[src/common/kd_tree_params.svh]
//================================================
// Tree geometry, component width and queue depths
//================================================
`ifndef KD_TREE_PARAMS_SVH
`define KD_TREE_PARAMS_SVH

// Tree shape
`define KD_TREE_DEPTH  6     // Levels, also the pipeline latency
`define KD_DIMS        5     // Components per patch
`define KD_COMP_WIDTH  11    // Bits per component
`define KD_NODE_COUNT  63    // 2**depth - 1 internal nodes

// Queue depths
`define KD_IN_DEPTH    4     // Also the sender's credits after reset
`define KD_OUT_DEPTH   4

`endif

[src/common/kd_tree_pkg.sv]
//================================================
// Vector types and packed structs for patches,
// node entries, config requests and leaf results
//================================================
`default_nettype none

`include "kd_tree_params.svh"

package kd_tree_pkg;

    typedef logic [`KD_COMP_WIDTH-1:0] comp_t;       // One patch component
    typedef logic [`KD_COMP_WIDTH-1:0] split_dim_t;  // Legal only below KD_DIMS
    typedef logic [`KD_TREE_DEPTH-1:0] node_addr_t;  // Heap order, root is 0
    typedef logic [`KD_TREE_DEPTH-1:0] leaf_idx_t;   // MSB is the root decision

    // Component 0 sits in the low bits
    typedef comp_t [`KD_DIMS-1:0] patch_t;

    typedef struct packed {
        split_dim_t split_dim;
        comp_t      median;
    } node_entry_t;

    typedef struct packed {
        logic        en;
        logic        we;    // 1 write, 0 read
        node_addr_t  addr;
        node_entry_t wdata;
    } cfg_req_t;

    // Query stays attached to its leaf for the stages after the tree
    typedef struct packed {
        leaf_idx_t leaf;
        patch_t    patch;
    } leaf_t;

endpackage

`default_nettype wire

[src/logic/patch_ingress.sv]
//================================================
// Credited input FIFO, issues when egress has room
//================================================
`default_nettype none
`timescale 1ns/1ns

`include "kd_tree_params.svh"

module patch_ingress (
    input  logic                clk,
    input  logic                rst_n,
    input  logic                patch_valid,
    input  kd_tree_pkg::patch_t patch_in,
    output logic                patch_credit,
    input  logic                issue_ready,
    output logic                issue_valid,
    output kd_tree_pkg::patch_t issue_patch
);
    import kd_tree_pkg::*;

    localparam int PTR_W = $clog2(`KD_IN_DEPTH);
    localparam int CNT_W = $clog2(`KD_IN_DEPTH + 1);

    patch_t           fifo_mem [`KD_IN_DEPTH];
    logic [PTR_W-1:0] wr_ptr;
    logic [PTR_W-1:0] rd_ptr;
    logic [CNT_W-1:0] count;
    logic             full;
    logic             push;
    logic             pop;

    function automatic logic [PTR_W-1:0] ptr_inc(input logic [PTR_W-1:0] p);
        return (p == PTR_W'(`KD_IN_DEPTH - 1)) ? '0 : p + 1'b1;
    endfunction

    assign full = (count == CNT_W'(`KD_IN_DEPTH));
    assign push = patch_valid && !full;
    assign pop  = (count != '0) && issue_ready;

    assign issue_valid = pop;
    assign issue_patch = fifo_mem[rd_ptr];   // Head of queue

    always_ff @(posedge clk) begin
        if (!rst_n) begin
            wr_ptr       <= '0;
            rd_ptr       <= '0;
            count        <= '0;
            patch_credit <= 1'b0;
        end else begin
            if (push) begin
                wr_ptr <= ptr_inc(wr_ptr);
            end
            if (pop) begin
                rd_ptr <= ptr_inc(rd_ptr);
            end
            count        <= count + CNT_W'(push) - CNT_W'(pop);
            patch_credit <= pop;    // One credit back per issued patch
        end
    end

    always_ff @(posedge clk) begin
        if (push) begin
            fifo_mem[wr_ptr] <= patch_in;
        end
    end

    // Sender overran its credits
    a_no_overrun: assert property (@(posedge clk) disable iff (!rst_n)
        patch_valid |-> !full);

endmodule

`default_nettype wire

[config.mk]
export PLATFORM = sky130hd
export DESIGN_NAME = patch_ingress
export DESIGN_NICKNAME = d
export VERILOG_FILES = /design/src/common/kd_tree_pkg.sv /design/src/logic/patch_ingress.sv
export VERILOG_INCLUDE_DIRS = /design/src /design/src/common
export SDC_FILE = /design/constraint.sdc
export NUM_CORES = 1
export LEC_CHECK = 0
export BUFFER_PORTS_ARGS = -buffer_cell sky130_fd_sc_hd__buf_2
export CORE_MARGIN = 5
export CORE_UTILIZATION = 57
export CTS_CLUSTER_DIAMETER = 60
export DETAILED_ROUTE_END_ITERATION = 10
export HOLD_SLACK_MARGIN = 0.03
export MAX_ROUTING_LAYER = met4
export PLACE_DENSITY = 0.86
export REMOVE_ABC_BUFFERS = 1
export SKIP_CTS_REPAIR_TIMING = 1
export SLEW_MARGIN = 25
export SYNTH_ARGS = -nofsm -noshare
export SYNTH_HDL_FRONTEND = slang
export SYNTH_SLANG_ARGS = --single-unit
[constraint.sdc]
create_clock -name clk -period 2.7 [get_ports clk]
set_input_delay 0.27 -clock clk [delete_from_list [all_inputs] [get_ports clk]]
set_output_delay 0.27 -clock clk [all_outputs]
set_load 0.02 [all_outputs]
# Yosys cells after proc, flatten, opt, wreduce, memory -nomap -nowiden
# Memory sizes are Yosys's and may differ from the RTL's. A register that Yosys moved wholly into a read port is not among the register bits.
# Index checks and enable logic that the tools add are counted.
# totals
ff_bits	8
mem_bits_rw	220
inputBits	59
output_inout_bits	57
wordCells	22
mem_count	1
# classes
addsub	4
n_eq_ne	3
muxes	6
reduce_logical	4
# mem_list
memory	words	width	rd	rd_clocked_by_memory_dff	write_ports	line_no	text
fifo_mem	4	55	1	1	1	patch_ingress.sv:24	patch_t fifo_mem [`KD_IN_DEPTH];
# op_table
cell	n
$mux 2	4
$add 2x1->2 const B	2
$eq 2x2->1 const B	2
$add 3x1->3	1
$eq 3x3->1 const B	1
$reduce_bool 3->1	1
$sub 3x1->3	1
$logic_and 1x1->1	2
$mux 1	2
$logic_not 1->1	1

# Logic depth before layout (Yosys ltp)
# logic_depth
ltp_word	5
depth_mapped	11

# Least setup slack after synthesis
# Ideal clock, no wire load.
# synth_path
path_kind	reg2reg
from	register count[1]
to	register count[2]
arrival_time_ps	2312
t_required_ps	2622
path_slack_ps	310
stages_incl_launch_ff	11
path_buffers	0
period_less_slack_ps	2390
path_cell_list	dfxtp_1 o31ai_1 inv_1 ha_1 inv_1 ha_1 inv_1 fa_1 xor2_1 and2_1 nor3_1
# synth_lines
item	line_no	text
start: declaration	patch_ingress.sv:27	logic [CNT_W-1:0] count;
start signal: assignment	patch_ingress.sv:56	count <= count + CNT_W'(push) - CNT_W'(pop);
$reduce_bool 3->1	patch_ingress.sv:38	assign pop = (count != '0) && issue_ready;
$logic_and 1x1->1	patch_ingress.sv:38	
named net issue_valid	patch_ingress.sv:16	output logic issue_valid,
$sub 3x1->3	patch_ingress.sv:56	
# The timed path passes the listed nets, and every way through them passes these cells.
# A chain may end at the register's enable or synchronous reset.

# Worst setup path after layout
# layout_path
from	register count[1]
to	register count[2]
# layout_between
elab_chain_len	5
# layout_lines
item	line_no	text
$eq 3x3->1	patch_ingress.sv:36	assign full = (count == CNT_W'(`KD_IN_DEPTH));
$logic_not 1->1	patch_ingress.sv:37	assign push = patch_valid && !full;
$logic_and 1x1->1	patch_ingress.sv:37	
$add 3x1->3	patch_ingress.sv:56	
$sub 3x1->3 (*)	patch_ingress.sv:56	
# Mark *: on every way between the ends. The rest lies on a longest branch, timed or not.

==> reports/metrics.csv <==
stage,metric,value,unit
run_status,status,finished clean,
worst_setup_path,WS Path Type,reg -> reg,
finish,FF/Latch Area,0.006812,mm²
synth,ys async rst share,0,
routing,ANT nets after route,0,
timing,Final period util,0.8907,
synth,Synth top area share,0.7827,
power,worst IR drop on VDD,874.7,µV
clocking,root buffer cell,clkbuf_16,
synth,"flops & latches, synth",230,
routing,WL final,15470,µm
floorplanning,die area,0.01734,mm²
synth,cell accounting for the most synthesized area,edfxtp_1,
timing,Worst Hold Slack,0.03917,ns
place,DP HPWL,9330,µm
clocking,clk buf depth,3,
synth,synthesized area,0.008441,mm²
worst_hold_path,hold-critical path depth,1,
power,Pleak,3.629,nW
worst_hold_path,worst hold path class,in -> reg,
finish,multi-input logic area,0.001510,mm²
routing,detailed-route via count,4012,
grt,vias in the first global route,4127,
worst_setup_path,reg-to-reg endpoint,count[2]$_SDFF_PN0_,
synth,most frequent cell after synthesis,edfxtp_1,
timing,Peak Freq,0.4158,GHz
floorplanning,Rows,44,
timing,RSZ-0062 raised after global routing,false,
power,PwrDens,933.2,mW/mm²
grt,gr ovfl total,0,
synth,Cells after Synth,338,
synth,register area share after synthesis,0.8064,
synth,Area contributors post-synth,"edfxtp_1 (78%), mux4_2 (15%), dfxtp_1 (2.4%)",
worst_setup_path,"Req. time, crit path",3.11,ns
finish,nets@finish,596,
worst_setup_path,Worst R2R Start,count[1]$_SDFF_PN0_,
place,Port Buffers,115,
clocking,clk_lat worst skew,0.49,ns
synth,Synth top cells by count,"edfxtp_1 (220), mux4_2 (55), dfxtp_1 (10)",
clocking,"CTS clk-pin slew, worst paths",0.06,ns
grt,largest net degree at the start of global routing,37,
grt,first-pass GRT wire length,23200,µm
synth,syn_area_per_cell,24.97,µm²
routing,drt via density,5.503,
synth,Post-synth EDFFs,220,
worst_setup_path,reg2reg setup slack,0.30,ns
timing,final setup TNS,0,ns
power,total power,9.855,mW
grt,total track usage,0.1744,
place,Final GP Congestion,0.7055,
worst_setup_path,cell depth of the worst flop-to-flop path,11,
run,Max Cap Viol,0,
worst_setup_path,Startpoint Class,flip-flop,
worst_hold_path,Hold EP,fifo_mem[2][39]$_DFFE_PP_,
timing,minimum clock period after layout,2.405,ns
timing,Setup Viol. Count Final,0,
worst_setup_path,crit-path max FO,6,
finish,area grow syn2layout,25.11,%
routing,DRC Markers,0,
finish,FILL cells,842,
synth,Main synth FF type,edfxtp_1,
timing,Clock Skew,0.009474,ns
routing,wire length per cell,21.22,µm
finish,share of layout cells above drive strength 1,0.4107,
clocking,CTS tree,yes,
floorplanning,Die Y-Extent,131.7,µm
synth,Synth warnings,0,
worst_setup_path,critical path capture point type,flip-flop,
clocking,Inserted Clock Buffers,23,
worst_hold_path,Worst Hold Launch,patch_in[39],
worst_setup_path,WP data arrival,2.81,ns
routing,DR iter-0 viols,268,
floorplanning,Die X,131.7,µm
routing,drt pass-1 iters,4,
clocking,clock sink total,230,
timing,worst slew pin tran,0.6210,ns
synth,synth unique cells,25,
timing,Slew headroom,0.5860,
grt,initial antenna violation count,2,
timing,"Hold Vio Cnt, Final",0,
timing,fin. max-slew vios,0,
floorplanning,Placeable Area,0.01453,mm²
floorplanning,Initial Utilization,0.5808,
clocking,H-tree Lvls,1,
floorplanning,Top Ports,116,
==> layout by cell type (no fill, tap or decap), drive strengths merged <==
cell,n
a21oi,1
and2,3
and3,4
buf,124
bufinv,2
clkbuf,23
clkinv,7
clkinvlp,7
dfxtp,10
diode,2
dlygate4sd3,54
edfxtp,220
fa,1
ha,7
inv,7
mux2i,1
mux4,55
nand2,4
nand3,1
nand4,1
nor2,4
nor3,1
o21ai,1
o31ai,2
or3,1
or3b,1
xor2,1
==> state kept, by name (all words and copies together), names as in the netlist, named ones only <==
signal	count
fifo_mem	220
count	3
rd_ptr	2
wr_ptr	2
patch_credit	1
==> cells by family (layout without fill, tap and decap cells) <==
| logic type | Yosys count | after routing | synth area share |
|---|---|---|---|
| flip-flops | 230 | 230 | 0.8064 |
| AO/OA/AOI/OAI | 4 | 4 | 0.003557 |
| multiplexers | 56 | 56 | 0.1479 |
| AND/OR/NAND/NOR | 20 | 20 | 0.01364 |
| buffers and inverters | 19 | 224 | 0.01467 |
| other | 0 | 2 | 0 |
| adder cells (fa/ha/maj) | 8 | 8 | 0.01275 |
| XOR/XNOR | 1 | 1 | 0.001038 |
==> worst max-delay path by stage <==
| stage | start | to | cells past startpoint |
|---|---|---|---|
| floorplan | flip-flop | issue_patch[0] | 1 |
| global placement | count[1]$_SDFF_PN0_ | count[2]$_SDFF_PN0_ | 11 |
| detailed placement | count[1]$_SDFF_PN0_ | count[2]$_SDFF_PN0_ | 11 |
| CTS | count[1]$_SDFF_PN0_ | count[2]$_SDFF_PN0_ | 11 |
| global route | count[1]$_SDFF_PN0_ | count[2]$_SDFF_PN0_ | 11 |
| finish | count[1]$_SDFF_PN0_ | count[2]$_SDFF_PN0_ | 11 |
==> through the flow <==
stage / instance area (µm²) / std cells / util / worst slack, ns
6_report: 10560 / 729 / 0.7266 / 0.2950
5_1_grt: 10560 / 729 / 0.7266 / 0.1159
4_1_cts: 10010 / 673 / 0.6891 / 0.2832
3_5_place_dp: 9296 / 634 / 0.6396 / 0.2963
3_3_place_gp: 9296 / 634 / 0.6396 / 0.4094
2_1_floorplan: 8343 / 326 / - / -0.6633
==> routing by layer <==
layer	wire [µm]	vias to the layer above	global-route usage
met4	246	0	0.03429
li1	-	1817	-
met5	0	-	-
met3	912	25	0.03555
met1	6123	2029	0.2318
met2	8188	141	0.2872
==> power by group <==
part / internal (mW) / switching [mW] / total [mW] / leakage, nW
Clock: 1.74 / 1.22 / 2.97 / 0.331
Combinational: 1.03 / 1.32 / 2.35 / 1.20
Sequential: 4.38 / 0.163 / 4.54 / 2.10
==> critical path: stages, from the launching register on <==
cell	delay, ns
dfxtp_1	0.37
or3b_4	0.45
and2_4	0.19
inv_1	0.05
ha_1	0.21
inv_1	0.05
ha_1	0.13
inv_1	0.05
fa_1	0.37
xor2_1	0.17
and2_1	0.16
nor3_1	0.13
==> final cells by class <==
cell class	instances	share of cell area
Timing Repair Buffer	178	0.1192
Clock buffer	23	0.05450
Antenna cell	2	0.0004739
Sequential cell	230	0.6450
Tap cell	184	0.02180
Multi-Input combinational cell	89	0.1430
Inverter	7	0.002488
Clock inverter	16	0.01351
Power figures use the tool's default switching activity.
