**config.mk**
```make
export PLATFORM = sky130hd
export DESIGN_NAME = kd_node_table
export DESIGN_NICKNAME = d
export VERILOG_FILES = /design/src/common/kd_tree_pkg.sv /design/src/kd_tree/kd_node_table.sv
export VERILOG_INCLUDE_DIRS = /design/src /design/src/common
export SDC_FILE = /design/constraint.sdc
export NUM_CORES = 2
export LEC_CHECK = 0
export BUFFER_PORTS_ARGS = -buffer_cell sky130_fd_sc_hd__buf_2
export CAP_MARGIN = 20
export CORE_AREA = 2 2 572 574
export CTS_BUF_LIST = sky130_fd_sc_hd__clkbuf_4
export CTS_CLUSTER_SIZE = 20
export DETAILED_ROUTE_END_ITERATION = 8
export DIE_AREA = 0 0 574 576
export GPL_TIMING_DRIVEN = 0
export PLACE_DENSITY = 0.38
export SLEW_MARGIN = 20
export SYNTH_ARGS = -nofsm -noshare
export SYNTH_HDL_FRONTEND = slang
export SYNTH_SLANG_ARGS = --single-unit
```
**constraint.sdc**
```tcl
create_clock -name clk -period 2.1 [get_ports clk]
set_input_delay 0.105 -clock clk [delete_from_list [all_inputs] [get_ports clk]]
set_output_delay 0.105 -clock clk [all_outputs]
set_load 0.01 [all_outputs]
```
**src/common/kd_tree_params.svh**
```systemverilog
//================================================
// Tree geometry, component width and queue depths
//================================================
`ifndef KD_TREE_PARAMS_SVH
`define KD_TREE_PARAMS_SVH

// Tree shape
`define KD_TREE_DEPTH  6     // Levels, also the pipeline latency
`define KD_DIMS        5     // Components per patch
`define KD_COMP_WIDTH  11    // Bits per component
`define KD_NODE_COUNT  63    // 2**depth - 1 internal nodes

// Queue depths
`define KD_IN_DEPTH    4     // Also the sender's credits after reset
`define KD_OUT_DEPTH   4

`endif

```
**src/common/kd_tree_pkg.sv**
```systemverilog
//================================================
// Vector types and packed structs for patches,
// node entries, config requests and leaf results
//================================================
`default_nettype none

`include "kd_tree_params.svh"

package kd_tree_pkg;

    typedef logic [`KD_COMP_WIDTH-1:0] comp_t;       // One patch component
    typedef logic [`KD_COMP_WIDTH-1:0] split_dim_t;  // Legal only below KD_DIMS
    typedef logic [`KD_TREE_DEPTH-1:0] node_addr_t;  // Heap order, root is 0
    typedef logic [`KD_TREE_DEPTH-1:0] leaf_idx_t;   // MSB is the root decision

    // Component 0 sits in the low bits
    typedef comp_t [`KD_DIMS-1:0] patch_t;

    typedef struct packed {
        split_dim_t split_dim;
        comp_t      median;
    } node_entry_t;

    typedef struct packed {
        logic        en;
        logic        we;    // 1 write, 0 read
        node_addr_t  addr;
        node_entry_t wdata;
    } cfg_req_t;

    // Query stays attached to its leaf for the stages after the tree
    typedef struct packed {
        leaf_idx_t leaf;
        patch_t    patch;
    } leaf_t;

endpackage

`default_nettype wire

```
**src/kd_tree/kd_node_table.sv**
```systemverilog
//================================================
// Node register table with stream load, addressed
// bus access and a flat view for the tree stages
//================================================
`default_nettype none
`timescale 1ns/1ns

`include "kd_tree_params.svh"

module kd_node_table (
    input  logic                     clk,
    input  logic                     rst_n,
    input  kd_tree_pkg::cfg_req_t    cfg_req,
    output kd_tree_pkg::node_entry_t cfg_rdata,
    output logic                     cfg_rvalid,
    input  logic                     load_valid,
    input  kd_tree_pkg::node_entry_t load_data,
    output kd_tree_pkg::node_entry_t nodes [`KD_NODE_COUNT]
);
    import kd_tree_pkg::*;

    localparam node_addr_t LAST_NODE = node_addr_t'(`KD_NODE_COUNT - 1);

    node_addr_t  load_ptr;     // Next stream-load target
    logic        bus_wr;
    logic        bus_rd;
    logic        wr_en;
    node_addr_t  wr_addr;
    node_entry_t wr_data;

    assign bus_wr = cfg_req.en && cfg_req.we;
    assign bus_rd = cfg_req.en && !cfg_req.we;

    // Bus write beats the stream in the same cycle
    assign wr_addr = bus_wr ? cfg_req.addr  : load_ptr;
    assign wr_data = bus_wr ? cfg_req.wdata : load_data;
    assign wr_en   = (bus_wr || load_valid) && (wr_addr <= LAST_NODE);

    always_ff @(posedge clk) begin
        if (!rst_n) begin
            load_ptr <= '0;
        end else if (load_valid && !bus_wr) begin
            load_ptr <= (load_ptr == LAST_NODE) ? '0 : load_ptr + 1'b1;  // Wrap after last node
        end
    end

    // Cleared nodes give a defined tree before the first load
    always_ff @(posedge clk) begin
        if (!rst_n) begin
            for (int n = 0; n < `KD_NODE_COUNT; n++) begin
                nodes[n] <= '0;
            end
        end else if (wr_en) begin
            nodes[wr_addr] <= wr_data;
        end
    end

    always_ff @(posedge clk) begin
        if (!rst_n) begin
            cfg_rvalid <= 1'b0;
        end else begin
            cfg_rvalid <= bus_rd;
        end
    end

    // Addresses past the last node read as zero
    always_ff @(posedge clk) begin
        if (bus_rd) begin
            cfg_rdata <= (cfg_req.addr <= LAST_NODE) ? nodes[cfg_req.addr] : '0;
        end
    end

    // Whatever the writer sends, a stored node names a real component
    a_split_dim_legal: assert property (@(posedge clk) disable iff (!rst_n)
        wr_en |=> (nodes[$past(wr_addr)].split_dim < `KD_DIMS));

endmodule

`default_nettype wire

```
# [Yosys cells after proc, flatten, opt, wreduce, memory -nomap -nowiden]
# Cells that the tools add are included.
[totals] ff_bits=1415 in_bits=55 output_inout_bits=1409 elab_cells=156
[op_classes] add_sub_neg=1 n_lt_le_gt_ge=5 n_eq_ne=1 n_mux=9 bitwise=2 n_reduce_logical=8
[op_table] operator="$bwmux 1386" n=1
[op_table] operator="$bmux 22 s6" n=1
[op_table] operator="$demux 22 s6" n=1
[op_table] operator="$mux 22" n=4
[op_table] operator="$ge 7x7->1 const B" n=2
[op_table] operator="$not 6->7" n=2
[op_table] operator="$le 6x6->1 const B" n=2
[op_table] operator="$mux 6" n=2
[op_table] operator="$lt 7x1->1 const B" n=1
[op_table] operator="$add 6x1->6 const B" n=1
[op_table] operator="$eq 6x6->1 const B" n=1
[op_table] operator="$logic_and 1x1->1" n=5
[op_table] operator="$logic_not 1->1" n=2
[op_table] operator="$logic_or 1x1->1" n=1

# [Logic depth before layout (Yosys ltp)]
[logic_depth] word_depth=8 depth_mapped=10 depth_no_buf=5

# [Worst setup path before layout]
# OpenSTA, ideal clock, no wires.
[synth_path] path_type="input port to flip-flop" startpoint="in cfg_req[22] (netlist bit)" endpoint="reg cfg_rdata[17] (netlist bit), data pin" arrival_ns=1.936 setup_slack_ns=-0.096 path_stages=7 path_buffers=3 path_cell_list="buf_2 > buf_2 > buf_6 > mux4_2 > a221oi_1 > o21ai_0 > a221o_1"
[synth_via] elab_chain_len=4 word_cells_on_any_way=5
[synth_lines] element="from (decl)" line="kd_node_table.sv:13" text="input kd_tree_pkg::cfg_req_t cfg_req,"
[synth_lines] element="$not 6->7 (not written as such)" line="kd_node_table.sv:69" text="cfg_rdata <= (cfg_req.addr <= LAST_NODE) ? nodes[cfg_req.addr] : '0;"
[synth_lines] element="$bmux 22 s6" line="kd_node_table.sv:69"
[synth_lines] element="$mux 22 (not written as such) (2 in series)" line="kd_node_table.sv:69"
[synth_lines] element="to (signal assigned)" line="kd_node_table.sv:69"
[synth_lines] element="to (decl)" line="kd_node_table.sv:14" text="output kd_tree_pkg::node_entry_t cfg_rdata,"
# Several ways; a longest one is shown, not always the timed one. The select of a mux whose other input is x is not followed.
# A chain may end at the register's enable or synchronous reset.

# [Final worst setup path]
[layout_path] startpoint="in cfg_req[23] (netlist bit)" endpoint="reg cfg_rdata[0] (netlist bit), data pin"
# Same word-level chain as after synthesis.

==> results by group <==
Timing
  – Final Cycle Share: 1.24
  – Max Clk Rate: 0.384 GHz
  – RSZ-0062 raised after global routing: yes
  – Slew at the pin closest to its max-slew limit: 1.47 ns
  – Setup violators final: 1262
  – Crit path time final: 2.61 ns
  – Clock Skews: 0.137 ns
  – PnR worst setup slack: -0.506 ns
  – Final hold viol count: 0
  – Final Max Slew Viols: 0
  – Worst hold margin: 0.0459 ns
  – Slew margin rel.: 0.0189

Synth
  – Main synth FF type: dfxtp_1
  – Post-Syn Area: 62800 sq um
  – Ys Warns: 0
  – Post-synth EDFFs: 22
  – Mapped Cells: 5830
  – Register area share after synthesis: 0.455
  – Yosys reg bits: 1415
  – FFs w/ async S/R, synth: 0
  – Post-Syn Area per Cell: 10.8 sq um
  – Syn_nets: 5887
  – Synth cell types: 81

Power
  – Leak: roughly 0.056 uW
  – VDD IR max: 0.539 mV
  – Pwr per Cell Area: 617 nW/um^2

Global route
  – Total gr overflow: 0
  – Largest net degree at the start of global routing: 20
  – Initial antenna violation count: 89
  – GRT Overall Usage: 0.353
  – Vias in the first global route: 64500
  – Global-route wire length before repair: 752000 microns

Finish
  – Post-Layout Cell Count: 13200
  – Fillers: roughly 34000
  – Design Area, Final: 105000 sq um
  – Final net count: 8559
  – Share of cells above drive strength 1: 0.561
  – Synthesis-to-finish area growth: 66.6%

Route
  – Total Wirelength: 624000 microns
  – Final ANT Viol Nets: 0
  – First DRT Iteration DRCs: about 7700
  – Avg Vias per Cell: ~5.3
  – Router iterations before antenna repair: 7
  – Via Count: about 71000
  – Wire per inst: 47.2 microns
  – Remaining DRCs: 0

Critical path
  – Critical-path top delay cell: a22oi_1
  – CP max stage delay: 1.01 ns
  – Crit Path Class: input port to flop
  – CP max FO: 10
  – WP buf/inv: 5
  – CP Launch Type: input port
  – Critical path data required time: 3.23 ns
  – Setup crit end kind: flop
  – CP arrival: between 3 and 4 ns
  – Sequence of cells on the critical path: buf_2 > buf_4 > buf_6 > buf_6 > buf_4 > mux4_2 > a22oi_1 > a211oi_2
  – Top Family by Delay on Critical Path: buffers and inverters

Die
  – Die Ht: 576 microns
  – Io pins: 1464
  – Initial Utilization: 0.193
  – Area of the core: 325000 sq um
  – Row count: 210
  – Die W: 574 microns
  – Die ar.: 331000 sq um

Clocking
  – H-tree Lvls: 5
  – Clk slew on worst S/H paths: 0.06 ns
  – Clk_lat worst skew: about 1.5 ns
  – TritonCTS buffer count: 421
  – CTS Sinks: about 1400
  – Clk root buf: clkbuf_4
  – Clock Tree Buf Depth: 4
  – CTS tree: done

Placement
  – Placed insts: 11700
  – Area after DPL: 77800 sq um
  – Pre-CTS setup slack: -4.39 ns
  – Port buffer count: between 1000 and 1500
  – DP Wirelength: 483000 microns
  – Gp weighted congestion: 0.927

Run status
  – Failing checks: negative setup slack
  – Status: complete, but fails checks

Hold path
  – Worst hold path type: input port to flop

Flow run
  – Number of max-cap violations: 0
[cell families after synthesis]
family,Yosys count,share of synthesized area
buf+inv,693,0.0497
flops,1415,0.455
simple gates,1649,0.115
xor+xnor,3,0.000419
compound gates,1398,0.208
mux,670,0.172
fa+ha+maj,2,0.000398
[cell usage in the layout (no fill, tap or decap), types with 195 or more instances in the layout]
master and instances:
buf_12 195, buf_2 906, buf_4 354, buf_6 700
clkbuf_1 231, clkbuf_4 628, dfxtp_1 745, dfxtp_4 536
mux2i_1 254, mux4_2 325, nand2_1 972, nand2_2 255
o211a_1 1079
[through the flow]
stage / total power, uW / TNS (ns) / util
6_report: 64600 / -85.62 / 0.322
5_1_grt: 66000 / -194.32 / 0.321
4_1_cts: 64700 / -357.05 / 0.281
3_5_place_dp: 35800 / -2603.20 / 0.239
3_3_place_gp: 35200 / -4675.62 / 0.232
2_1_floorplan: 30400 / -2.31 / -
[cell type report]
| class | count | area [sq um] | share of cell area |
|---|---|---|---|
| Multi-Input combinational cell | 3724 | 34800 | 0.332 |
| Sequential cell | 1415 | 30700 | 0.293 |
| Timing Repair Buffer | 2268 | 22200 | 0.212 |
| Buffer | 665 | 6020 | 0.0575 |
| Tap cell | 4346 | 5440 | 0.0520 |
| Clock buffer | 608 | 4560 | 0.0436 |
| Clock inverter | 123 | 719 | 0.00688 |
| Antenna cell | 67 | 168 | 0.00160 |
| Inverter | 7 | 36.3 | 0.000347 |
[per-layer routing]
metal / vias up / part of all wire / global-route usage
li1: 27400 / - / -
met1: 36900 / 0.39 / 0.440
met2: 5028 / 0.43 / 0.544
met3: 1295 / 0.096 / 0.0979
met4: 34 / 0.076 / 0.208
met5: - / 0.00038 / 0
[synth_stat cells, types with 19 or more instances]
cell	number	area [sq um]
dfxtp_1	1393	27900
mux4_2	325	7320
buf_2	207	1040
mux2_2	22	248
clkbuf_1	392	1470
nor2_1	31	116
nand2b_1	26	163
o211a_1	1079	10800
mux2i_1	322	3220
a22oi_1	51	383
o21ai_1	88	440
a221oi_1	19	166
a21oi_1	23	115
nand3_1	162	811
buf_1	24	90.1
o21ai_0	26	130
buf_4	57	428
nand2_1	1309	4910
edfxtp_1	22	661
nor4_4	27	574
[report_power, final]
group | internal (uW) | switching [uW] | total, uW
sequential | 26500 | 336 | 26800
combinational | 2750 | 6820 | 9570
clock | 13900 | 14300 | 28200
[worst paths after layout]
kind          startpoint            to  slack [ns]  cells after the start
max          cfg_req[23]  cfg_rdata[0]       -0.51                      8
min          cfg_req[26]  cfg_rdata[6]        0.05                      5
max reg2reg  load_ptr[1]    nodes[823]       -0.29                     10
min reg2reg   nodes[823]    nodes[823]        0.47                      2
[worst reg2reg max path, stage by stage (launching register included)]
cell and delay, ns:
dfxtp_4 0.35, a21boi_4 0.14, or2_4 0.27, buf_12 0.14
buf_6 0.11, a311oi_4 0.29, buf_6 0.18, nor2b_4 0.28
buf_12 0.20, clkbuf_16 0.19, mux2i_1 0.17
[state kept, by name, indices dropped and copies added (netlist names)]
register and flops:
nodes 1386, cfg_rvalid 1, load_ptr 6, cfg_rdata 22
[timing repair]
action | CTS | global route
hold buffers | 95 | 1
endpoints found under the hold margin | 1338 | 1
cloned | 33 | 82
gates resized for setup | 1108 | 3241
pin swaps | 95 | 133
endpoints found under the setup margin | 2779 | 2558
buffers inserted | 232 | 305
Note: power is estimated with default switching activity, not from simulation.
