<file path="config.mk">
export PLATFORM = sky130hd
export DESIGN_NAME = kd_tree_pipeline
export DESIGN_NICKNAME = d
export VERILOG_FILES = /design/src/common/kd_tree_pkg.sv /design/src/kd_tree/kd_tree_stage.sv /design/src/kd_tree/kd_tree_pipeline.sv
export VERILOG_INCLUDE_DIRS = /design/src /design/src/common
export SDC_FILE = /design/constraint.sdc
export NUM_CORES = 1
export LEC_CHECK = 0
export ABC_AREA = 1
export BUFFER_PORTS_ARGS = -buffer_cell sky130_fd_sc_hd__buf_2
export CAP_MARGIN = 0
export CELL_PAD_IN_SITES_DETAIL_PLACEMENT = 1
export CELL_PAD_IN_SITES_GLOBAL_PLACEMENT = 2
export CORE_AREA = 5 5 589 591
export CTS_BUF_LIST = sky130_fd_sc_hd__clkbuf_2 sky130_fd_sc_hd__clkbuf_4 sky130_fd_sc_hd__clkbuf_8
export CTS_CLUSTER_SIZE = 28
export DETAILED_ROUTE_END_ITERATION = 10
export DIE_AREA = 0 0 594 596
export GPL_ROUTABILITY_DRIVEN = 1
export PLACE_DENSITY_LB_ADDON = 0.1
export REMOVE_ABC_BUFFERS = 1
export SYNTH_ARGS = -nofsm -noshare
export SYNTH_HDL_FRONTEND = slang
export SYNTH_SLANG_ARGS = --single-unit
export TNS_END_PERCENT = 20
</file>
<file path="constraint.sdc">
create_clock -name clk -period 6.05 [get_ports clk]
set_clock_uncertainty 0.15 [all_clocks]
set_input_delay 1.21 -clock clk [delete_from_list [all_inputs] [get_ports clk]]
set_output_delay 1.21 -clock clk [all_outputs]
set_load 0.03 [all_outputs]
</file>
<file path="src/common/kd_tree_params.svh">
//================================================
// Tree geometry, component width and queue depths
//================================================
`ifndef KD_TREE_PARAMS_SVH
`define KD_TREE_PARAMS_SVH

// Tree shape
`define KD_TREE_DEPTH  6     // Levels, also the pipeline latency
`define KD_DIMS        5     // Components per patch
`define KD_COMP_WIDTH  11    // Bits per component
`define KD_NODE_COUNT  63    // 2**depth - 1 internal nodes

// Queue depths
`define KD_IN_DEPTH    4     // Also the sender's credits after reset
`define KD_OUT_DEPTH   4

`endif

</file>
<file path="src/common/kd_tree_pkg.sv">
//================================================
// Vector types and packed structs for patches,
// node entries, config requests and leaf results
//================================================
`default_nettype none

`include "kd_tree_params.svh"

package kd_tree_pkg;

    typedef logic [`KD_COMP_WIDTH-1:0] comp_t;       // One patch component
    typedef logic [`KD_COMP_WIDTH-1:0] split_dim_t;  // Legal only below KD_DIMS
    typedef logic [`KD_TREE_DEPTH-1:0] node_addr_t;  // Heap order, root is 0
    typedef logic [`KD_TREE_DEPTH-1:0] leaf_idx_t;   // MSB is the root decision

    // Component 0 sits in the low bits
    typedef comp_t [`KD_DIMS-1:0] patch_t;

    typedef struct packed {
        split_dim_t split_dim;
        comp_t      median;
    } node_entry_t;

    typedef struct packed {
        logic        en;
        logic        we;    // 1 write, 0 read
        node_addr_t  addr;
        node_entry_t wdata;
    } cfg_req_t;

    // Query stays attached to its leaf for the stages after the tree
    typedef struct packed {
        leaf_idx_t leaf;
        patch_t    patch;
    } leaf_t;

endpackage

`default_nettype wire

</file>
<file path="src/kd_tree/kd_tree_stage.sv">
//================================================
// One tree level: node pick, compare, path extend
//================================================
`default_nettype none
`timescale 1ns/1ns

`include "kd_tree_params.svh"

module kd_tree_stage #(
    parameter int LEVEL = 0
) (
    input  logic                     clk,
    input  logic                     rst_n,
    input  logic                     in_valid,
    input  kd_tree_pkg::patch_t      in_patch,
    input  kd_tree_pkg::leaf_idx_t   in_path,
    input  kd_tree_pkg::node_entry_t nodes [`KD_NODE_COUNT],
    output logic                     out_valid,
    output kd_tree_pkg::patch_t      out_patch,
    output kd_tree_pkg::leaf_idx_t   out_path
);
    import kd_tree_pkg::*;

    // First node of this level, also a mask for the path bits seen so far
    localparam int BASE = (1 << LEVEL) - 1;

    node_addr_t  node_sel;
    node_entry_t entry;
    comp_t       sel_comp;
    logic        go_right;

    assign node_sel = node_addr_t'(BASE) + (in_path & leaf_idx_t'(BASE));
    assign entry    = nodes[node_sel];

    // Component mux by split dimension
    always_comb begin
        sel_comp = '0;
        for (int d = 0; d < `KD_DIMS; d++) begin
            if (entry.split_dim == split_dim_t'(d)) begin
                sel_comp = in_patch[d];
            end
        end
    end

    assign go_right = (sel_comp > entry.median);  // Ties go left

    always_ff @(posedge clk) begin
        if (!rst_n) begin
            out_valid <= 1'b0;
        end else begin
            out_valid <= in_valid;
        end
    end

    // Decision shifts in at the bottom, root ends up as the MSB
    always_ff @(posedge clk) begin
        if (in_valid) begin
            out_patch <= in_patch;
            out_path  <= {in_path[`KD_TREE_DEPTH-2:0], go_right};
        end
    end

    a_node_dim_legal: assert property (@(posedge clk) disable iff (!rst_n)
        in_valid |-> (entry.split_dim < `KD_DIMS));

endmodule

`default_nettype wire

</file>
<file path="src/kd_tree/kd_tree_pipeline.sv">
//================================================
// Chain of tree stages, one per level
//================================================
`default_nettype none
`timescale 1ns/1ns

`include "kd_tree_params.svh"

module kd_tree_pipeline (
    input  logic                     clk,
    input  logic                     rst_n,
    input  logic                     issue_valid,
    input  kd_tree_pkg::patch_t      issue_patch,
    input  kd_tree_pkg::node_entry_t nodes [`KD_NODE_COUNT],
    output logic                     res_valid,
    output kd_tree_pkg::leaf_t       res
);
    import kd_tree_pkg::*;

    // Index k holds what enters level k, the last one is the result
    logic      stage_valid [`KD_TREE_DEPTH+1];
    patch_t    stage_patch [`KD_TREE_DEPTH+1];
    leaf_idx_t stage_path  [`KD_TREE_DEPTH+1];

    assign stage_valid[0] = issue_valid;
    assign stage_patch[0] = issue_patch;
    assign stage_path[0]  = '0;     // Empty path at the root

    for (genvar lvl = 0; lvl < `KD_TREE_DEPTH; lvl++) begin : g_level
        kd_tree_stage #(
            .LEVEL (lvl)
        ) u_stage (
            .clk       (clk),
            .rst_n     (rst_n),
            .in_valid  (stage_valid[lvl]),
            .in_patch  (stage_patch[lvl]),
            .in_path   (stage_path[lvl]),
            .nodes     (nodes),
            .out_valid (stage_valid[lvl+1]),
            .out_patch (stage_patch[lvl+1]),
            .out_path  (stage_path[lvl+1])
        );
    end

    assign res_valid = stage_valid[`KD_TREE_DEPTH];
    assign res       = '{leaf: stage_path[`KD_TREE_DEPTH], patch: stage_patch[`KD_TREE_DEPTH]};

endmodule

`default_nettype wire

</file>
Word-level counts from Yosys, hierarchy flattened --
Cells that the tools add are included.
Storage, ports and cells: register bits 357, bits in latches 0, RAM bits 0, memory bits (read-only) 0, output and inout port bits 62, memories kept 0
Cells by class: add/sub/neg operators 5, $mul 0, divide/modulo/power cells 0, $lt $le $gt $ge 11, eq/ne operators 24, shift-type cells 0, multiplexer cells 45, bitwise gates (word level) 5, reductions and logical operators 6
Operator list (number):
- 22-bit binary-select mux with 6-bit select | 5
- 11-bit 2-to-1 mux | 30
- 22-bit 2-to-1 mux | 10
- 11-bit by 2-bit equality test with 1-bit output, second input constant | 12
- 11-bit by 1-bit equality test with 1-bit output, second input constant | 6
- 11-bit by 3-bit equality test with 1-bit output, second input constant | 6
- 11-bit greater-than comparator | 6
- 11-bit logical NOT | 6
- 7-bit greater-or-equal comparator, second input constant | 5
- 6-bit inverter with 7-bit output | 5
- 5-bit by 5-bit adder with 6-bit output, first input constant | 1
- 4-bit by 4-bit adder with 5-bit output, first input constant | 1
- 3-bit by 3-bit adder with 4-bit output, first input constant | 1
- 2-bit by 2-bit adder with 3-bit output, first input constant | 1
- 1-bit by 1-bit adder with 2-bit output, first input constant | 1

Longest topological paths before layout --
Gate-level depths: netlist of the first run.
depth in word-level cells 12, gate-level depth with buffers 36, mapped depth without buffers 30

Hierarchy --
From an unflattened synthesis of the first run, not the netlist that was laid out.
Second synthesis, totals: cell total of the unflattened synthesis 5799, area total of the unflattened synthesis 37060.5 sq um
Modules (own cells, without submodules):
- kd_tree_stage (g_level[5].u_stage) | times used 1, cells each 2303, area an instance 12321.8 sq um, seq. area each 1851.8 sq um
- kd_tree_stage (g_level[4].u_stage) | times used 1, cells each 1406, area an instance 8210.4 sq um, seq. area each 1851.8 sq um
- kd_tree_stage (g_level[3].u_stage) | times used 1, cells each 976, area an instance 6234.7 sq um, seq. area each 1851.8 sq um
- kd_tree_stage (g_level[2].u_stage) | times used 1, cells each 573, area an instance 4317.9 sq um, seq. area each 1851.8 sq um
- kd_tree_stage (g_level[1].u_stage) | times used 1, cells each 280, area an instance 3091.7 sq um, seq. area each 1851.8 sq um
- kd_tree_stage (g_level[0].u_stage) | times used 1, cells each 260, area an instance 2880.3 sq um, seq. area each 1851.8 sq um
- kd_tree_pipeline | times used 1, cells each 1, area an instance 3.8 sq um, seq. area each 0.0 sq um

Least setup slack after synthesis of the first run --
Ideal clock, no wire load.
kind register -> register, start point reg g_level[3].u_stage.out_path[0], end point reg g_level[4].u_stage.out_path[0], data pin, setup time 0.262 ns, arrival 4.545 ns, data required time 5.638 ns, slack 1.093 ns, cell stages (with the launch flop) 37, period minus slack after synthesis 4.957 ns, path through edfxtp_1 > buf_4 > inv_2 > buf_4 > buf_2 > buf_2 > buf_2 > buf_1 > ha_1 > buf_4 > inv_2 > buf_4 > buf_2 > nor2_1 > o21ai_0 > o211ai_1 > nand3_1 > nand2_1 > nand2_1 > nand2_1 > nor2_1 > nand3_1 > nor2_1 > buf_2 > nand2_1 > nand2_1 > nor2_1 > nor2_1 > ha_1 > a21oi_1 > o21ai_0 > a221oi_1 > o21ai_0 > a31oi_1 > o21ai_0 > o41ai_1 > inv_1
Between the ends: cells in the longest elaborated chain, start to end 12, elaborated cells on any way between the ends 16, classes of those cells add/sub (1); order compare (1); eq/ne (4); mux (8); bitwise (1); reduce/logical (1)
Ends and longest elaborated chain:
- from (decl) | line kd_tree_stage.sv:20 | output kd_tree_pkg::leaf_idx_t out_path
- from (signal assigned) | line kd_tree_stage.sv:59 | out_path <= {in_path[`KD_TREE_DEPTH-2:0], go_right};
- 4-bit by 4-bit adder with 5-bit output (*) | line kd_tree_stage.sv:32 | assign node_sel = node_addr_t'(BASE) + (in_path & leaf_idx_t'(BASE));
- 6-bit inverter with 7-bit output (implied by the code) (*) | line kd_tree_stage.sv:33 | assign entry = nodes[node_sel];
- 22-bit binary-select mux with 6-bit select (*) | line kd_tree_stage.sv:33
- 22-bit 2-to-1 mux (implied by the code) (*) (2 in series) | line kd_tree_stage.sv:33
- 11-bit logical NOT | line kd_tree_stage.sv:39 | if (entry.split_dim == split_dim_t'(d)) begin
- 11-bit 2-to-1 mux (5 in series) | line kd_tree_stage.sv:39
- 11-bit greater-than comparator (*) | line kd_tree_stage.sv:45 | assign go_right = (sel_comp > entry.median);
- named net g_level[4].u_stage.go_right | line kd_tree_stage.sv:30 | logic go_right;
- to (signal assigned) | line kd_tree_stage.sv:59
- to (decl) | line kd_tree_stage.sv:20
The timed path passes the listed nets; every way through them passes the cells marked *. The select of a mux whose other input is x is not followed. A chain may end at the register's enable or synchronous reset.

Worst setup path after layout of the first run --
start point reg g_level[4].u_stage.out_path[0], end point reg g_level[5].u_stage.out_path[0], data pin
Between the ends: cells in the longest elaborated chain, start to end 12, elaborated cells on any way between the ends 16, classes of those cells add/sub (1); order compare (1); eq/ne (4); mux (8); bitwise (1); reduce/logical (1)
Ends and longest elaborated chain (line):
- 5-bit by 5-bit adder with 6-bit output (*) | kd_tree_stage.sv:32
- 6-bit inverter with 7-bit output (implied by the code) (*) | kd_tree_stage.sv:33
- 22-bit binary-select mux with 6-bit select (*) | kd_tree_stage.sv:33
- 22-bit 2-to-1 mux (implied by the code) (*) (2 in series) | kd_tree_stage.sv:33
- 11-bit logical NOT | kd_tree_stage.sv:39
- 11-bit 2-to-1 mux (5 in series) | kd_tree_stage.sv:39
- 11-bit greater-than comparator (*) | kd_tree_stage.sv:45
- named net g_level[5].u_stage.go_right | kd_tree_stage.sv:30
- to (signal assigned) | kd_tree_stage.sv:59
- to (decl) | kd_tree_stage.sv:20
Marks and branches as above.

==> metrics.txt, run 1 <==
status finished, final reports clean; CP max stage cell o311ai_1; TritonCTS clock tree done; cts hold-fix bufs 0; top cell type by total area after synthesis edfxtp_1; proportion of layout cells with a drive suffix above 1 0.285; Pre-Repair DR Iteration Count 5; Slew Viols, Final 0; slew at the pin closest to its max-slew limit 1.11 ns; TritonCTS sink count roughly 360; post-synthesis cell type count 61; CP peak stage delay 0.64 ns; GP Congestion 0.838; Total Wirelength approximately 380000 um; Cells after DPL 11.3k; Pwr Density approximately 150 nW/um^2; worst-path cell chain inv_8 > ha_4 > buf_12 > nand2_4 > buf_4 > o22ai_1 > nor3_1 > o311ai_1 > buf_4 > a32o_1 > ha_1 > nand2_1 > o21ai_0 > a221oi_1 > o21ai_0 > a221oi_1 > o21ai_0 > nand2_1 > inv_1; Antenna Nets Post-Route 0; Max Cap Viol 0; number of synthesized flops with an enable pin 351; Final min period 5.62 ns; vias per std cell 4.11; Avg Inst Size Synth between 6 and 7 sq um; RSZ-0062 raised after global routing no; R2R Setup Slk between 0.4 and 0.5 ns; Initial Util 0.102; Critical Path Stages 19; Final Power 7.40 mW; Clk pin slew, worst setup/hold paths 0.06 ns; Worst EP arrival 5.89 ns; die area 354000 sq um; crit path to g_level[5].u_stage.out_path[0]; Synth Flop Type edfxtp_1; GRT Util Overall 0.203; Worst R2R End g_level[5].u_stage.out_path[0]; initial antenna violation count 333; root buf cell clkbuf_8; Rel. slew slack 0.258; Hold/Removal Path Class flip-flop to flip-flop; Worst EP required 6.32 ns; CP Capture Type flip-flop; Final Instance Area ~50000 sq um; YS warnings 0; Die Width 594 um; most used cell, CP o21ai_0; most common cell in the netlist nand2_1; Final Hold Fails 0; wire per inst between 30 and 40 um; crit-path max FO 50; drt first-iter violations 3037; RR Startpoint g_level[4].u_stage.out_path[0]; FF+latch count, synth 357; I/O pin count about 1.5k; DP HPWL 318000 um; FP Rows 215; Area after DPL approximately 49000 sq um; Die H between 500 and 600 um; Post-Syn Instances approximately 5.4k; Area contributors post-synth edfxtp_1 (30%), nand2_1 (14%), nand3_1 (8.9%); static leakage around 23 nW; FMAX 178 MHz; Hold WS 0.312 ns; largest net degree at the start of global routing 142; clk buf depth 3; Crit Path Category flip-flop to flip-flop; maximum level of the CTS H-tree 3; CP startpoint g_level[4].u_stage.out_path[0]; vias 47.4k; PortBufs 1505; core box area 341000 sq um; final net count 8338; P&R area growth vs syn 44.8%; vias in the first global route 49.7k; total CTS buffers between 70 and 80; Post-synth ARST share 0; first-pass GRT wire length 489000 um; sequential element share of the synthesized area 0.305; Syn Std Cell Area 35000 sq um; Final Non-Filler Cells 11.5k; Skew-Pair Late Insertion Delay 0.68 ns; CP top delay family compound AO/OA/AOI/OAI gates; worst reg-to-reg path cell count 19; DRC errors left 0; final core occ 0.148; commonest cells in the netlist nand2_1 (1306), nand3_1 (619), inv_1 (517), o21ai_0 (515), nor2_1 (487); setup violators final 0; grt ovf 0; Max IR drop VDD 0.000123 V; worst path buffer plus inverter count 5; area share of the largest cell type after synthesis 0.301; ratio of final minimum period to clock period 0.929; type of origin of the critical path flip-flop
[where the power goes]
part           total, mW  switching, mW  internal [mW]
combinational       1.98           1.25          0.720
clock               2.57           1.18           1.39
sequential          2.85         0.0653           2.79
[cell usage in the layout (no fill, tap or decap), types with 8 or more instances in the layout]
cell type  count
a211oi_1      16
a21oi_1      373
a221oi_1      55
a22oi_1       34
a31o_2         8
a31oi_1       32
a32o_1        20
buf_12        42
buf_2       1505
buf_4        213
clkbuf_4      16
clkbuf_8      75
clkinv_1      21
clkinv_2       9
diode_2       87
edfxtp_1     351
ha_1          67
inv_1        513
nand2_1     1303
nand3_1      619
nand3b_1      18
nand4_1       96
nor2_1       483
nor3_1        45
o211ai_1     131
o21ai_0      514
o21ai_1       22
o221ai_1      12
o22a_1        10
o22ai_1       93
o311ai_0      15
o311ai_1      11
o31ai_1       15
or2_2         19
[how the worst min path moves through the flow]
stage	start	to	slack, ns	depth (start not counted)
3_3_place_gp	g_level[0].u_stage.out_patch[17]	g_level[1].u_stage.out_patch[17]	0.30	0
6_report	g_level[4].u_stage.out_patch[50]	g_level[5].u_stage.out_patch[50]	0.31	0
4_1_cts	g_level[1].u_stage.out_patch[4]	g_level[2].u_stage.out_patch[4]	0.31	0
3_5_place_dp	g_level[1].u_stage.out_patch[4]	g_level[2].u_stage.out_patch[4]	0.30	0
5_1_grt	g_level[4].u_stage.out_patch[50]	g_level[5].u_stage.out_patch[50]	0.33	0
2_1_floorplan	g_level[3].u_stage.out_patch[22]	g_level[4].u_stage.out_patch[22]	0.27	0
[routing by layer]
layer  track usage  vias up  routed length (um)
li1              -    21600                   -
met1         0.239    23400              153000
met2         0.387     1685              196000
met3        0.0312      636               15500
met4        0.0390       98                9350
met5             0        -                 668
[worst reg2reg max path, stage by stage, from the launching register on]
cell      delay (ns)
edfxtp_1        0.49
inv_8           0.07
ha_4            0.41
buf_12          0.34
nand2_4         0.47
buf_4           0.38
o22ai_1         0.34
nor3_1          0.18
o311ai_1        0.64
buf_4           0.23
a32o_1          0.37
ha_1            0.30
nand2_1         0.08
o21ai_0         0.08
a221oi_1        0.27
o21ai_0         0.12
a221oi_1        0.24
o21ai_0         0.11
nand2_1         0.07
inv_1           0.04
[repair_timing]
| item | CTS | global route |
|---|---|---|
| endpoints found under the setup margin | 0 | 1 |
| buffers inserted | 0 | 2 |
| resized for setup | 0 | 1 |
| hold endpoints to repair | 0 | 0 |
[registers in the layout (all words and copies together), names as in the netlist]
signal	cells
g_level.u_stage.out_patch	330
g_level.u_stage.out_path	21
g_level.u_stage.out_valid	6
[cell families after synthesis]
kind of cell	Yosys count	synth area share
AND/OR/NAND/NOR	2640	0.322
AO/OA/AOI/OAI	1384	0.233
XOR/XNOR	4	0.00165
buffers and inverters	942	0.113
flip-flops	357	0.305
adder cells (fa/ha/maj)	70	0.0250
[per-stage QoR]
stage          setup TNS (ns)  setup slack (ns)
5_1_grt                     0           0.00337
6_report                    0             0.427
3_5_place_dp                0             0.105
4_1_cts                     0            0.0549
3_3_place_gp                0            0.0571
2_1_floorplan          -24.67            -12.79
[final cells by class]
cell class	count	area (sq um)
Fill cell	41800	291000
Multi-Input combinational cell	4098	20600
Sequential cell	357	10700
Timing Repair Buffer	1761	9980
Tap cell	4557	5700
Inverter	532	2050
Clock buffer	91	1150
Clock inverter	37	275
Antenna cell	87	218
No activity file was read; power rests on OpenSTA's default activity.
==> run 2, diff against run 1 <==
ABC_AREA = unset   (was 1)
CORE_AREA = 5 5 586 588   (was 5 5 589 591)
DIE_AREA = 0 0 591 593   (was 0 0 594 596)
==> run 2 against run 1 <==
  * Flip-flop and latch count did not move
  * Clock power rose by 9.3%
  * Highest routed layer unchanged
  * Fmax fell by 2.2%
  * Core utilization fell by 1.6 points
==> metrics.txt, run 2 <==
most common cell in the netlist mux4_2; FP Rows 214 (-0.47%); status finished, final reports clean; Synth Flop Type edfxtp_1; top cell type by total area after synthesis edfxtp_1; Crit Path Category flip-flop to flip-flop; largest net degree at the start of global routing 61 (-57%); YS warnings 0 (unchanged); met2 wire length 157000 um (-20%); clk buf depth 3 (unchanged); RR Startpoint g_level[3].u_stage.out_path[0]; ratio of final minimum period to clock period 0.950 (+0.0207); crit path to g_level[4].u_stage.out_path[0]; top flop regs g_level.u_stage.out_patch (330), g_level.u_stage.out_path (21), g_level.u_stage.out_valid (6); commonest non-fill, non-tap cell in the layout buf_2; vias in the first global route 31.1k (-37%); Initial Util 0.0834 (-0.0191); total CTS buffers 78 (+5.4%); Post-Syn Instances 2067 (-62%); Avg Inst Size Synth 13.6 sq um (+110%); Final Hold Fails 0 (unchanged); post-synthesis cell type count 87 (+43%); drt first-iter violations 1688 (-44%); flip-flop count of the largest register after layout 330 (unchanged); RSZ-0062 raised after global routing no; Die H 593 um (-0.50%); Max IR drop VDD 0.000125 V (+1.7%); DP HPWL 265000 um (-17%); final net count 5248 (-37%); I/O pin count 1506 (unchanged); R2R Setup Slk 0.30 ns (-0.13 ns); setup ws final 0.302 ns (-0.125 ns); Syn Std Cell Area 28200 sq um (-19%); die area 350000 sq um (-1.0%); FF+latch count, synth 357 (unchanged); P&R area growth vs syn 59.2%; vias 28.4k (-40%); top layer in use met5; CP startpoint g_level[3].u_stage.out_path[0]; sequential share of power 0.389 (+0.003); setup violators final 0 (unchanged); type of origin of the critical path flip-flop; Place WS -0.418 ns (-0.523 ns); sequential element share of the synthesized area 0.378 (+0.0736); worst reg-to-reg path cell count 21 (+2); static leakage 16.7 nW (-26%); Skew-Pair Late Insertion Delay 0.73 ns (+0.05 ns); Pre-Repair DR Iteration Count 5 (unchanged); Rel. slew slack 0.274 (+0.0163); Switching Share 0.300 (-0.0384); vias per std cell 3.38 (-18%); Slew Viols, Final 0 (unchanged); TritonCTS clock tree done; Clk pin slew, worst setup/hold paths 0.07 ns (about the same); Fill cells 39.4k (-5.7%); TritonCTS sink count 357 (unchanged); M1 wire length 116000 um (-25%); Max Cap Viol 0 (unchanged); maximum level of the CTS H-tree 3 (unchanged); min-delay src g_level[3].u_stage.out_patch[11]; Die Width 591 um (-0.51%); Post-synth ARST share 0 (unchanged); cts hold-fix bufs 0 (unchanged); GRT Util Overall 0.162 (-0.0410); Worst EP arrival 6.10 ns (+0.21 ns); CP Capture Type flip-flop; Worst EP required 6.40 ns (+0.08 ns); Int Power 5.14 mW (+5.0%); proportion of layout cells with a drive suffix above 1 0.617 (+0.332); FMAX 174 MHz (-2.2%); most frequent cells in the layout buf_2 (1504), mux4_2 (387), edfxtp_1 (351); final core occ 0.133 (-0.0156); Top reg by flops g_level.u_stage.out_patch; slew at the pin closest to its max-slew limit 1.08 ns (-0.0344 ns); Area contributors post-synth edfxtp_1 (37%), mux4_2 (31%), mux2i_1 (4.7%); Hold/Removal Path Class flip-flop to flip-flop; initial antenna violation count 272 (-18%); Comb pwr share 0.228 (-0.039); commonest cells in the netlist mux4_2 (387), edfxtp_1 (351), mux2i_1 (133), nor2_1 (127), a21oi_1 (105); number of synthesized flops with an enable pin 351 (unchanged); first-pass GRT wire length 365000 um (-25%); Clk pwr share 0.384 (+0.037); GP Congestion 0.885 (+5.6%); Pwr Density 164 nW/um^2 (+12%); Worst R2R End g_level[4].u_stage.out_path[0]; Final min period 5.75 ns (+0.125 ns); root buf cell clkbuf_8; PortBufs 1505 (unchanged); core box area 338000 sq um (-1.0%); wire per inst 35.2 um (+8.1%); crit-path max FO 20 (-60%); DRC errors left 0 (unchanged); area share of the largest cell type after synthesis 0.374 (+0.0727); routed wl met3 18000 um (+16%); Total Wirelength 296000 um (-21%); grt ovf 0 (unchanged); NetSw 2.20 mW (-12%); Antenna Nets Post-Route 0 (unchanged)
run 2: cell count changes after synthesis, moves of 120 or more:
cell,previous run,this run
a21oi_1,373,105
o21ai_0,515,99
nand2_1,1306,95
mux4_2,0,387
inv_1,517,40
nand3_1,619,22
o211ai_1,131,5
nor2_1,487,127
mux2i_1,0,133
clkbuf_1,179,59
run 2: power groups by stage:
stage,registers [mW],clock network (mW),logic [mW]
6_report,2.85,2.81,1.67
5_1_grt,2.86,3.12,1.81
4_1_cts,2.86,3.02,1.74
3_5_place_dp,2.91,0,1.73
3_3_place_gp,2.91,0,1.73
2_1_floorplan,2.88,0,0.543
run 2: kinds of logic (layout without fill, tap and decap cells):
group                      Yosys count  in the layout  synth area share
and+or+nand+nor                    482            482            0.0857
muxes                              537            537             0.368
other                                0             62                 0
buffers and inverters              211           1940            0.0361
xor gates and xnor gates             9              9           0.00493
AOI/OAI and AO/OA                  401            401            0.0962
DFF                                357            357             0.378
adders and majority gates           70             70            0.0311
run 2: how the worst min path moves through the flow:
| stage | end | slack (ns) | cells after the start |
|---|---|---|---|
| finish | g_level[4].u_stage.out_patch[11] | 0.28 | 0 |
| global route | g_level[1].u_stage.out_patch[9] | 0.30 | 0 |
| CTS | g_level[4].u_stage.out_patch[11] | 0.27 | 0 |
| detailed placement | g_level[4].u_stage.out_patch[19] | 0.28 | 0 |
| global placement | g_level[4].u_stage.out_patch[14] | 0.28 | 0 |
| floorplan | g_level[5].u_stage.out_patch[44] | 0.27 | 0 |
run 2: through the flow:
step,TNS [ns],cell area [sq um],hold slack (ns),instances,power (mW)
floorplan,-23.27,27300,0.270,1897,3.42
global placement,-0.650,43000,0.283,8184,4.64
detailed placement,-0.490,43000,0.284,8184,4.64
CTS,0,44500,0.268,8326,7.62
global route,0,44700,0.295,8342,7.79
finish,0,44900,0.279,8394,7.34
run 2: critical path: stages (launching register included):
cell and delay [ns]:
edfxtp_1 0.46, inv_1 0.26, ha_4 0.22, xor2_4 0.40, buf_12 0.24, mux2i_1 0.43, a21oi_1 0.36, o21ai_2 0.27
buf_12 0.16, mux4_2 0.49, a22o_1 0.19, ha_1 0.29, nor2b_1 0.14, o21a_1 0.17, o21a_1 0.17, o21a_1 0.17
o21a_1 0.16, o21ai_0 0.17, a21oi_1 0.10, o31ai_1 0.22, a21oi_1 0.11, buf_4 0.16
run 2: area by class of cell:
type / instances / area [sq um] / area share
tap: 4536 / 5680 / 0.127
clock inverter: 38 / 295 / 0.00658
clock buffer: 104 / 1270 / 0.0284
inverter: 41 / 154 / 0.00343
antenna: 62 / 155 / 0.00346
sequential: 357 / 10700 / 0.238
multi-input combinational: 1499 / 16800 / 0.374
timing repair buffer: 1757 / 9880 / 0.220
run 2: repair_timing:
item                                    CTS  global route
pin swaps                                 0             2
endpoints found under the setup margin    2             1
gates resized for setup                   4            12
gates cloned                              0             1
buffers inserted                          0             5
run 2: metal layers:
metal	up-vias	global-route usage
met1	14300	0.186
li1	12200	-
met4	116	0.0167
met2	1286	0.310
met5	-	0
met3	501	0.0395
